**config.mk**
```make
export PLATFORM = sky130hd
export DESIGN_NAME = top_of_tops
export DESIGN_NICKNAME = d
export VERILOG_FILES = /design/src/hw/cpu_pkg.sv /design/src/hw/data_path.sv /design/src/hw/debug_unit.sv /design/src/hw/instr_mem.sv /design/src/hw/top_of_tops.sv
export VERILOG_INCLUDE_DIRS = /design/src /design/src/hw
export SDC_FILE = /design/constraint.sdc
export NUM_CORES = 2
export LEC_CHECK = 0
export BUFFER_PORTS_ARGS = -buffer_cell sky130_fd_sc_hd__buf_2
export CORE_MARGIN = 2
export CORE_UTILIZATION = 35
export DETAILED_ROUTE_END_ITERATION = 6
export HOLD_SLACK_MARGIN = 0.08
export PLACE_DENSITY_LB_ADDON = 0.05
export SLEW_MARGIN = 20
export SYNTH_ARGS = -nofsm -noshare
export SYNTH_HDL_FRONTEND = slang
export SYNTH_HIERARCHICAL = 1
export SYNTH_SLANG_ARGS = --single-unit
```
**constraint.sdc**
```tcl
create_clock -name i_clock -period 16.55 [get_ports i_clock]
set_input_delay 0.8275 -clock i_clock [delete_from_list [all_inputs] [get_ports i_clock]]
set_output_delay 0.8275 -clock i_clock [all_outputs]
set_load 0.02 [all_outputs]
```
**src/hw/cpu_config.svh**
```systemverilog
`ifndef CPU_CONFIG_SVH
`define CPU_CONFIG_SVH

// Core size
`define CPU_NUM_REGS 8
`define CPU_IM_WORDS 64

// Host command bytes
`define CMD_LOAD 8'h4C
`define CMD_RUN  8'h52
`define CMD_STEP 8'h53

// PC word plus eight register words
`define REPORT_BYTES 36

`endif

```
**src/hw/cpu_pkg.sv**
```systemverilog
package cpu_pkg;

    typedef logic [7:0]  byte_t;
    typedef logic [31:0] word_t;
    typedef logic [2:0]  reg_addr_t;
    typedef logic [7:0]  im_addr_t;
    typedef logic [3:0]  opcode_t;

    // Instruction word layout
    //   [31:28] opcode, [27:25] rd, [24:22] rs, [21:19] rt, [15:0] signed imm
    // Unlisted opcodes behave as NOP; r0 reads zero and ignores writes
    localparam opcode_t OP_NOP  = 4'd0;
    localparam opcode_t OP_ADDI = 4'd1;
    localparam opcode_t OP_ADD  = 4'd2;
    localparam opcode_t OP_SUB  = 4'd3;
    localparam opcode_t OP_AND  = 4'd4;
    localparam opcode_t OP_OR   = 4'd5;
    localparam opcode_t OP_HALT = 4'd15;

    // Debug FSM, one-hot
    typedef enum logic [7:0] {
        IDLE        = 8'b0000_0001,
        LOAD_COUNT  = 8'b0000_0010,
        LOAD_BYTES  = 8'b0000_0100,
        RUN         = 8'b0000_1000,
        STEP        = 8'b0001_0000,
        REPORT_SEND = 8'b0010_0000,
        REPORT_WAIT = 8'b0100_0000,
        ERROR_FLUSH = 8'b1000_0000
    } du_state_t;

endpackage

```
**src/hw/data_path.sv**
```systemverilog
`timescale 1ns/1ps
`include "cpu_config.svh"

module data_path (
    input  logic                             i_clock,
    input  logic                             i_rst,
    input  logic                             i_enable,
    input  logic                             i_clear,
    input  cpu_pkg::word_t                   i_instr,
    input  logic [3:0]                       i_report_sel,
    output logic [$clog2(`CPU_IM_WORDS)-1:0] o_pc,
    output logic                             o_hlt,
    output cpu_pkg::word_t                   o_report_word
);

    logic [$clog2(`CPU_IM_WORDS)-1:0] pc;
    logic                             halted;

    cpu_pkg::word_t regs [`CPU_NUM_REGS];

    cpu_pkg::opcode_t  opcode;
    cpu_pkg::reg_addr_t rd;
    cpu_pkg::reg_addr_t rs;
    cpu_pkg::reg_addr_t rt;
    cpu_pkg::word_t    imm_ext;
    cpu_pkg::word_t    rs_val;
    cpu_pkg::word_t    rt_val;
    cpu_pkg::word_t    alu_res;
    logic              alu_op;
    logic              is_halt;
    logic              exec;
    logic              wr_en;

    // Field decode
    assign opcode  = i_instr[31:28];
    assign rd      = i_instr[27:25];
    assign rs      = i_instr[24:22];
    assign rt      = i_instr[21:19];
    assign imm_ext = {{16{i_instr[15]}}, i_instr[15:0]};

    // r0 is never written, so it stays zero
    assign rs_val = regs[rs];
    assign rt_val = regs[rt];

    always_comb begin
        alu_res = '0;
        alu_op  = 1'b0;
        case (opcode)
            cpu_pkg::OP_ADDI: begin
                alu_res = rs_val + imm_ext;
                alu_op  = 1'b1;
            end
            cpu_pkg::OP_ADD: begin
                alu_res = rs_val + rt_val;
                alu_op  = 1'b1;
            end
            cpu_pkg::OP_SUB: begin
                alu_res = rs_val - rt_val;
                alu_op  = 1'b1;
            end
            cpu_pkg::OP_AND: begin
                alu_res = rs_val & rt_val;
                alu_op  = 1'b1;
            end
            cpu_pkg::OP_OR: begin
                alu_res = rs_val | rt_val;
                alu_op  = 1'b1;
            end
            default: begin
                alu_res = '0;
                alu_op  = 1'b0;
            end
        endcase
    end

    assign is_halt = (opcode == cpu_pkg::OP_HALT);
    assign exec    = i_enable && !halted;
    assign wr_en   = exec && alu_op && (rd != '0);

    always_ff @(posedge i_clock) begin
        if (i_rst || i_clear) begin
            pc     <= '0;
            halted <= 1'b0;
            for (int i = 0; i < `CPU_NUM_REGS; i++) begin
                regs[i] <= '0;
            end
        end else if (exec) begin
            // PC holds on HALT
            if (is_halt) begin
                halted <= 1'b1;
            end else begin
                pc <= pc + 1'b1;
            end
            if (wr_en) begin
                regs[rd] <= alu_res;
            end
        end
    end

    // Report port, 0 is PC and 1..8 are r0..r7
    always_comb begin
        if (i_report_sel == 4'd0) begin
            o_report_word = cpu_pkg::word_t'(pc);
        end else if (i_report_sel <= 4'(`CPU_NUM_REGS)) begin
            o_report_word = regs[3'(i_report_sel - 4'd1)];
        end else begin
            o_report_word = '0;
        end
    end

    assign o_pc  = pc;
    assign o_hlt = halted;

endmodule

```
**src/hw/debug_unit.sv**
```systemverilog
`timescale 1ns/1ps
`include "cpu_config.svh"

module debug_unit (
    input  logic               i_clock,
    input  logic               i_rst,
    input  logic               i_rx_done,
    input  cpu_pkg::byte_t     i_rx_data,
    input  logic               i_tx_done,
    input  logic               i_hlt,
    input  cpu_pkg::word_t     i_report_word,
    output logic               o_im_write,
    output cpu_pkg::im_addr_t  o_im_addr,
    output cpu_pkg::byte_t     o_im_data,
    output logic               o_cpu_enable,
    output logic               o_core_clear,
    output logic [3:0]         o_report_sel,
    output cpu_pkg::byte_t     o_tx_data,
    output logic               o_tx_start,
    output cpu_pkg::du_state_t o_state
);

    // Quiet cycles before a bad load is abandoned
    localparam logic [7:0] FLUSH_QUIET = 8'hFF;
    localparam logic [5:0] REPORT_LAST = 6'(`REPORT_BYTES - 1);

    cpu_pkg::du_state_t state;

    cpu_pkg::im_addr_t load_addr;
    cpu_pkg::im_addr_t load_last;
    logic [5:0]        rep_idx;
    logic [7:0]        flush_cnt;
    logic              core_clear;
    logic              tx_start;
    cpu_pkg::byte_t    tx_data;
    cpu_pkg::byte_t    rep_byte;

    // Current report byte, MSB of each word first
    always_comb begin
        case (rep_idx[1:0])
            2'd0:    rep_byte = i_report_word[31:24];
            2'd1:    rep_byte = i_report_word[23:16];
            2'd2:    rep_byte = i_report_word[15:8];
            default: rep_byte = i_report_word[7:0];
        endcase
    end

    always_ff @(posedge i_clock) begin
        if (i_rst) begin
            state      <= cpu_pkg::IDLE;
            load_addr  <= '0;
            load_last  <= '0;
            rep_idx    <= '0;
            flush_cnt  <= '0;
            core_clear <= 1'b0;
            tx_start   <= 1'b0;
        end else begin
            core_clear <= 1'b0;
            tx_start   <= 1'b0;

            case (state)
                cpu_pkg::IDLE: begin
                    rep_idx <= '0;
                    if (i_rx_done) begin
                        case (i_rx_data)
                            `CMD_LOAD: begin
                                state      <= cpu_pkg::LOAD_COUNT;
                                core_clear <= 1'b1;
                            end
                            `CMD_RUN:  state <= cpu_pkg::RUN;
                            `CMD_STEP: state <= cpu_pkg::STEP;
                            default:   state <= cpu_pkg::IDLE;
                        endcase
                    end
                end

                cpu_pkg::LOAD_COUNT: begin
                    if (i_rx_done) begin
                        load_addr <= '0;
                        // Last byte address is 4N-1
                        load_last <= {6'(i_rx_data[5:0] - 6'd1), 2'b11};
                        if (i_rx_data == '0 || i_rx_data > 8'(`CPU_IM_WORDS)) begin
                            flush_cnt <= '0;
                            state     <= cpu_pkg::ERROR_FLUSH;
                        end else begin
                            state <= cpu_pkg::LOAD_BYTES;
                        end
                    end
                end

                cpu_pkg::LOAD_BYTES: begin
                    if (i_rx_done) begin
                        load_addr <= load_addr + 1'b1;
                        if (load_addr == load_last) begin
                            state <= cpu_pkg::IDLE;
                        end
                    end
                end

                cpu_pkg::RUN: begin
                    if (i_hlt) begin
                        state <= cpu_pkg::REPORT_SEND;
                    end
                end

                // Enable is high for this one cycle only
                cpu_pkg::STEP: begin
                    state <= cpu_pkg::REPORT_SEND;
                end

                cpu_pkg::REPORT_SEND: begin
                    tx_start <= 1'b1;
                    tx_data  <= rep_byte;
                    state    <= cpu_pkg::REPORT_WAIT;
                end

                cpu_pkg::REPORT_WAIT: begin
                    if (i_tx_done) begin
                        if (rep_idx == REPORT_LAST) begin
                            rep_idx <= '0;
                            state   <= cpu_pkg::IDLE;
                        end else begin
                            rep_idx <= rep_idx + 1'b1;
                            state   <= cpu_pkg::REPORT_SEND;
                        end
                    end
                end

                // Drop the rest of a bad load until the line goes quiet
                cpu_pkg::ERROR_FLUSH: begin
                    if (i_rx_done) begin
                        flush_cnt <= '0;
                    end else if (flush_cnt == FLUSH_QUIET) begin
                        state <= cpu_pkg::IDLE;
                    end else begin
                        flush_cnt <= flush_cnt + 1'b1;
                    end
                end

                default: state <= cpu_pkg::IDLE;
            endcase
        end
    end

    // Program writes land on the edge ending the rx_done cycle
    assign o_im_write = (state == cpu_pkg::LOAD_BYTES) && i_rx_done;
    assign o_im_addr  = load_addr;
    assign o_im_data  = i_rx_data;

    assign o_cpu_enable = (state == cpu_pkg::RUN) || (state == cpu_pkg::STEP);
    assign o_core_clear = core_clear;
    assign o_report_sel = rep_idx[5:2];

    assign o_tx_start = tx_start;
    assign o_tx_data  = tx_data;
    assign o_state    = state;

endmodule

```
**src/hw/instr_mem.sv**
```systemverilog
`timescale 1ns/1ps
`include "cpu_config.svh"

module instr_mem (
    input  logic                             i_clock,
    input  logic                             i_write,
    input  cpu_pkg::im_addr_t                i_waddr,
    input  cpu_pkg::byte_t                   i_wdata,
    input  logic [$clog2(`CPU_IM_WORDS)-1:0] i_raddr,
    output cpu_pkg::word_t                   o_instr
);

    cpu_pkg::word_t mem [`CPU_IM_WORDS];

    logic [$clog2(`CPU_IM_WORDS)-1:0] wword;
    logic [1:0]                       wlane;

    assign wword = i_waddr[7:2];
    assign wlane = i_waddr[1:0];

    // Byte 0 of a word is its most significant byte
    always_ff @(posedge i_clock) begin
        if (i_write) begin
            case (wlane)
                2'd0:    mem[wword][31:24] <= i_wdata;
                2'd1:    mem[wword][23:16] <= i_wdata;
                2'd2:    mem[wword][15:8]  <= i_wdata;
                default: mem[wword][7:0]   <= i_wdata;
            endcase
        end
    end

    // Fetch is asynchronous
    assign o_instr = mem[i_raddr];

endmodule

```
**src/hw/top_of_tops.sv**
```systemverilog
`timescale 1ns/1ps
`include "cpu_config.svh"

module top_of_tops (
    input  logic               i_clock,
    input  logic               i_rst,
    input  logic               i_rx_done,
    input  cpu_pkg::byte_t     i_rx_data,
    input  logic               i_tx_done,
    output logic               o_hlt,
    output cpu_pkg::du_state_t o_state,
    output cpu_pkg::byte_t     o_tx_data,
    output logic               o_tx_start
);

    logic                             im_write;
    cpu_pkg::im_addr_t                im_addr;
    cpu_pkg::byte_t                   im_data;
    cpu_pkg::word_t                   instr;
    logic [$clog2(`CPU_IM_WORDS)-1:0] pc;

    logic                             cpu_enable;
    logic                             core_clear;
    logic [3:0]                       report_sel;
    cpu_pkg::word_t                   report_word;
    logic                             halt;

    debug_unit u_debug_unit (
        .i_clock       (i_clock),
        .i_rst         (i_rst),
        .i_rx_done     (i_rx_done),
        .i_rx_data     (i_rx_data),
        .i_tx_done     (i_tx_done),
        .i_hlt         (halt),
        .i_report_word (report_word),
        .o_im_write    (im_write),
        .o_im_addr     (im_addr),
        .o_im_data     (im_data),
        .o_cpu_enable  (cpu_enable),
        .o_core_clear  (core_clear),
        .o_report_sel  (report_sel),
        .o_tx_data     (o_tx_data),
        .o_tx_start    (o_tx_start),
        .o_state       (o_state)
    );

    instr_mem u_instr_mem (
        .i_clock (i_clock),
        .i_write (im_write),
        .i_waddr (im_addr),
        .i_wdata (im_data),
        .i_raddr (pc),
        .o_instr (instr)
    );

    data_path u_data_path (
        .i_clock       (i_clock),
        .i_rst         (i_rst),
        .i_enable      (cpu_enable),
        .i_clear       (core_clear),
        .i_instr       (instr),
        .i_report_sel  (report_sel),
        .o_pc          (pc),
        .o_hlt         (halt),
        .o_report_word (report_word)
    );

    assign o_hlt = halt;

endmodule

```
Yosys cells after proc, flatten, opt, wreduce, memory -nomap -nowiden

Memory sizes are Yosys's and may differ from the RTL's. A register that Yosys moved wholly into a read port is not among the register bits.
Index checks and enable logic that the tools add are counted.

Bits in registers: 55
Memory bits (writable): 2,304
Bits of input ports: 12
Word-level logic and storage cells: 144
Memories kept: 2

Memories:

| memory           | depth | width | read ports | clocked after Yosys merged registers in | write ports | RTL line        | RTL |
|---|---|---|---|---|---|---|---|
| u_instr_mem.mem  | 64    | 32    | 1          | 1                                       | 1           | instr_mem.sv:13 | `` cpu_pkg::word_t mem [`CPU_IM_WORDS]; `` |
| u_data_path.regs | 8     | 32    | 3          | 0                                       | 8           | data_path.sv:19 | `` cpu_pkg::word_t regs [`CPU_NUM_REGS]; `` |

Add/subtract/negate cells: 9
$lt $le $gt $ge: 2
Equality and inequality tests: 34
Mux-type cells: 53
Bitwise gates (word level): 6
Reductions and logical operators: 28

Operators by type and width:

| operator                                                         | number |
|---|---|
| 32-bit one-hot mux with 5 select lines                           | 1 |
| 8-bit 2-to-1 mux                                                 | 15 |
| 32-bit 2-to-1 mux                                                | 3 |
| 32-bit adder                                                     | 2 |
| 8-bit one-hot mux with 8 select lines                            | 1 |
| 32-bit bitwise AND                                               | 1 |
| 8-bit by 7-bit == test with 1-bit output (second input constant) | 4 |
| 32-bit OR                                                        | 1 |
| 8-bit one-hot mux with 2 select lines                            | 2 |
| 32-bit OR reduction                                              | 1 |
| 32-bit subtractor                                                | 1 |
| 6-bit 2-to-1 mux                                                 | 5 |
| 8-bit one-hot mux with 3 select lines                            | 1 |
| 1-bit 2-to-1 mux                                                 | 22 |
| 8-bit by 1-bit adder with 8-bit output (second input constant)   | 2 |
| 8-bit == test (second input constant)                            | 2 |
| 5-bit one-hot mux with 3 select lines                            | 1 |
| 6-bit by 1-bit adder with 6-bit output (second input constant)   | 2 |
| 6-bit one-hot mux with 2 select lines                            | 1 |
| 2-bit inequality test (second input constant)                    | 5 |
| 2-bit AND reduction                                              | 5 |
| 4-bit by 2-bit == test with 1-bit output (second input constant) | 2 |
| 4-bit by 3-bit == test with 1-bit output (second input constant) | 2 |
| 8-bit by 1-bit == test with 1-bit output (second input constant) | 1 |
| 32 further kinds                                                 | 49 |

Depth between registers and ports, before layout

Word-level depth: 11
Mapped depth: 36

Cells and area by module

The synthesis kept the hierarchy.

By module, submodules not included:

| module     | times used | cells each | area each (µm²) | sequential area each (µm²) |
|---|---|---|---|---|
| instr_mem  | 1          | 3,493      | 79,478.7        | 61,499.0 |
| data_path  | 1          | 1,550      | 18,505.2        | 7,827.5 |
| debug_unit | 1          | 317        | 2,811.4         | 1,021.0 |

Worst setup path after synthesis

No wires, ideal clock.

Path kind: flip-flop to flip-flop
From: register, netlist name u_data_path/o_pc[3]
To: memory u_data_path/regs[1][29] (netlist bit) (data pin)
Arrival: 8,131 ps
Path slack: 8,148 ps
Cell stages (with the launch flop): 32
Path buffers: 9
Clock period less this slack: 8,402 ps
Path through: dfxtp_1 > buf_2 > buf_2 > clkbuf_1 > clkbuf_1 > o211ai_1 > a21oi_1 > buf_6 > buf_4 > buf_4 > buf_2 > buf_1 > mux4_2 > mux2i_1 > ha_1 > and2_1 > inv_1 > nor4_1 > a21oi_1 > xnor2_1 > o21ai_0 > ha_1 > a21oi_1 > nor3b_1 > o221ai_1 > o21ai_0 > a211oi_1 > o311a_1 > o311a_1 > or3_1 > a32oi_1 > nor2_1

RTL lines:

| element   | RTL line |
|---|---|
| to (decl) | data_path.sv:19 |

==> impl_metrics.json <==
{
  "clkLatencyLatePin_ns": 0.90,
  "drive_gt1_share_pct": 24.4,
  "path_delay_family": "compound AO/OA/AOI/OAI gates",
  "finClkSkew_ns": 0.0905,
  "synth_cells": 5082,
  "crit_buf_inv": 4,
  "ctsHoldBuffers": 0,
  "ios": 30,
  "rows": 189,
  "critPathLaunchType": "register",
  "arrival_ns": 11.73,
  "worstHoldPathType": "in2reg",
  "coreArea_um2": 266000,
  "vias": 49400,
  "seqPwrFrac_pct": 53.0,
  "cts_sinks": 2166,
  "fin_crit_sh_pct": 67.1,
  "fmaxAchievable_mhz": 90.0,
  "syn_to_final_growth_pct": 12.8,
  "wl_per_cell_um": 31.9,
  "p_total_mw": 11.5,
  "hpwl_mm": 175,
  "overflow": 0,
  "ctsResizeCount": 0,
  "io_buffer_count": 29,
  "first_iter_violations": 4224,
  "antenna_found_initial": 8,
  "htreeDepth": 4,
  "dieArea_um2": 271000,
  "rsz0062_at_grt": "false",
  "p_int_mw": 9.04,
  "path_class": "reg2reg",
  "ir_worst_vdd_mv": 0.101,
  "final_common_cell": "edfxtp_1",
  "outcome": "finished clean",
  "min_period_ns": 11.11,
  "comb_power_share_pct": 1.9,
  "pwr_density_cell_nw_per_um2": 109,
  "cts_tree": "done",
  "hold_ws_ns": 0.347,
  "switching_power_mw": 2.41,
  "hold_violations": 0,
  "ant_nets": 0,
  "cp-end-kind": "register",
  "dp_cells": 8457,
  "synth_area_per_cell_um2": 18.4,
  "nets": 5220,
  "drv_slew": 0,
  "slew_headroom_pct": 17.9,
  "cts_setup_buffers": 0,
  "leakage_nw": 31.9,
  "yosysWarnings": 6,
  "die_width_um": 521,
  "setup_tns_ns": 0,
  "wl_mm": 284,
  "firstDrtPassIters": 5,
  "required_ns": 17.16,
  "vias_per_cell": 5.55,
  "cp_max_fo": 46,
  "die_y_um": 521,
  "netlist_area_um2": 93600,
  "final_cell_count_no_fill": 8898,
  "critical-path-slowest-cell": "dfxtp_4",
  "start_util_pct": 35.2,
  "swShare_pct": 21.1,
  "drc": 0,
  "root_buffer": "clkbuf_16",
  "drv_cap": 0,
  "grt_max_degree": 161,
  "grt_pass1_vias": 50000,
  "mostFrequentLayoutCells": "2120 x edfxtp_1, 709 x mux4_2, 558 x nor2_1",
  "path_clk_slew_ns": 0.06,
  "cts_buffer_depth": 3,
  "gp_congestion": 0.806,
  "worst_slew_pin_slew_ns": 1.23,
  "clock_power_share_pct": 45.1,
  "finalSetupViolCount": 0,
  "cpPeakStageDelay_ns": 0.90,
  "crit_top_cell": "buf_4",
  "cts_buffers": 235,
  "grt_use_total_pct": 20.8,
  "grt_pass1_wl_mm": 401
}
-- per-layer routing --
metal	global-route usage [%]	share of wire [%]	up-vias
met3	3.18	4.8	308
met1	29.8	45	26900
met5	0	0	-
li1	-	-	20800
met4	4.33	2.0	0
met2	33.6	48	1339
-- per-stage QoR --
step                util, %  area [um^2]  setup WS [ns]
floorplan                 -        93700           8.20
global placement       36.8        97800           5.30
detailed placement     36.9        97900           5.23
CTS                    39.7       105000           5.21
global route           39.7       105000           4.49
finish                 39.7       106000           5.44
-- state kept, by name, summed over array words and instances (netlist names), 6 cells and up --
signal,cells
u_data_path/o_pc,6
u_debug_unit/o_state,8
u_debug_unit/rep_idx,6
u_debug_unit/flush_cnt,8
u_instr_mem/mem,1856
u_debug_unit/load_last,7
u_debug_unit/o_im_addr,8
u_data_path/regs,256
u_debug_unit/o_tx_data,8
-- final cells by class --
cell class	instances	area (um^2)
diodes	6	15.0
clock buffers	295	6130
clock inverters	140	1450
fillers	23900	160000
inverters	47	183
multi-input cells	2562	27500
flip-flops and latches	2166	64600
well taps	3533	4420
repair buffers	149	1190
-- worst paths after layout --
| check | start | end | slack (ns) | depth (start not counted) |
|---|---|---|---|---|
| setup / recovery | u_data_path/o_pc[0]$_SDFFE_PP0P_ | u_data_path/regs[3][29]$_SDFFCE_PN0P_ | 5.44 | 27 |
| hold / removal | i_rx_data[5] | u_instr_mem/mem[5][13]$_DFFE_PP_ | 0.35 | 1 |
| setup reg to reg | u_data_path/o_pc[0]$_SDFFE_PP0P_ | u_data_path/regs[3][29]$_SDFFCE_PN0P_ | 5.44 | 27 |
| hold reg to reg | u_debug_unit/flush_cnt[1]$_SDFFE_PP0P_ | u_debug_unit/flush_cnt[1]$_SDFFE_PP0P_ | 0.47 | 2 |
-- power by group through the flow --
stage	combinational [mW]	sequential, mW	clock, mW
2_1_floorplan	0.126	6.17	0
3_3_place_gp	0.216	6.18	0
3_5_place_dp	0.219	6.18	0
4_1_cts	0.219	6.07	5.32
5_1_grt	0.234	6.07	5.52
6_report	0.214	6.07	5.17
Power figures use the tool's default switching activity.
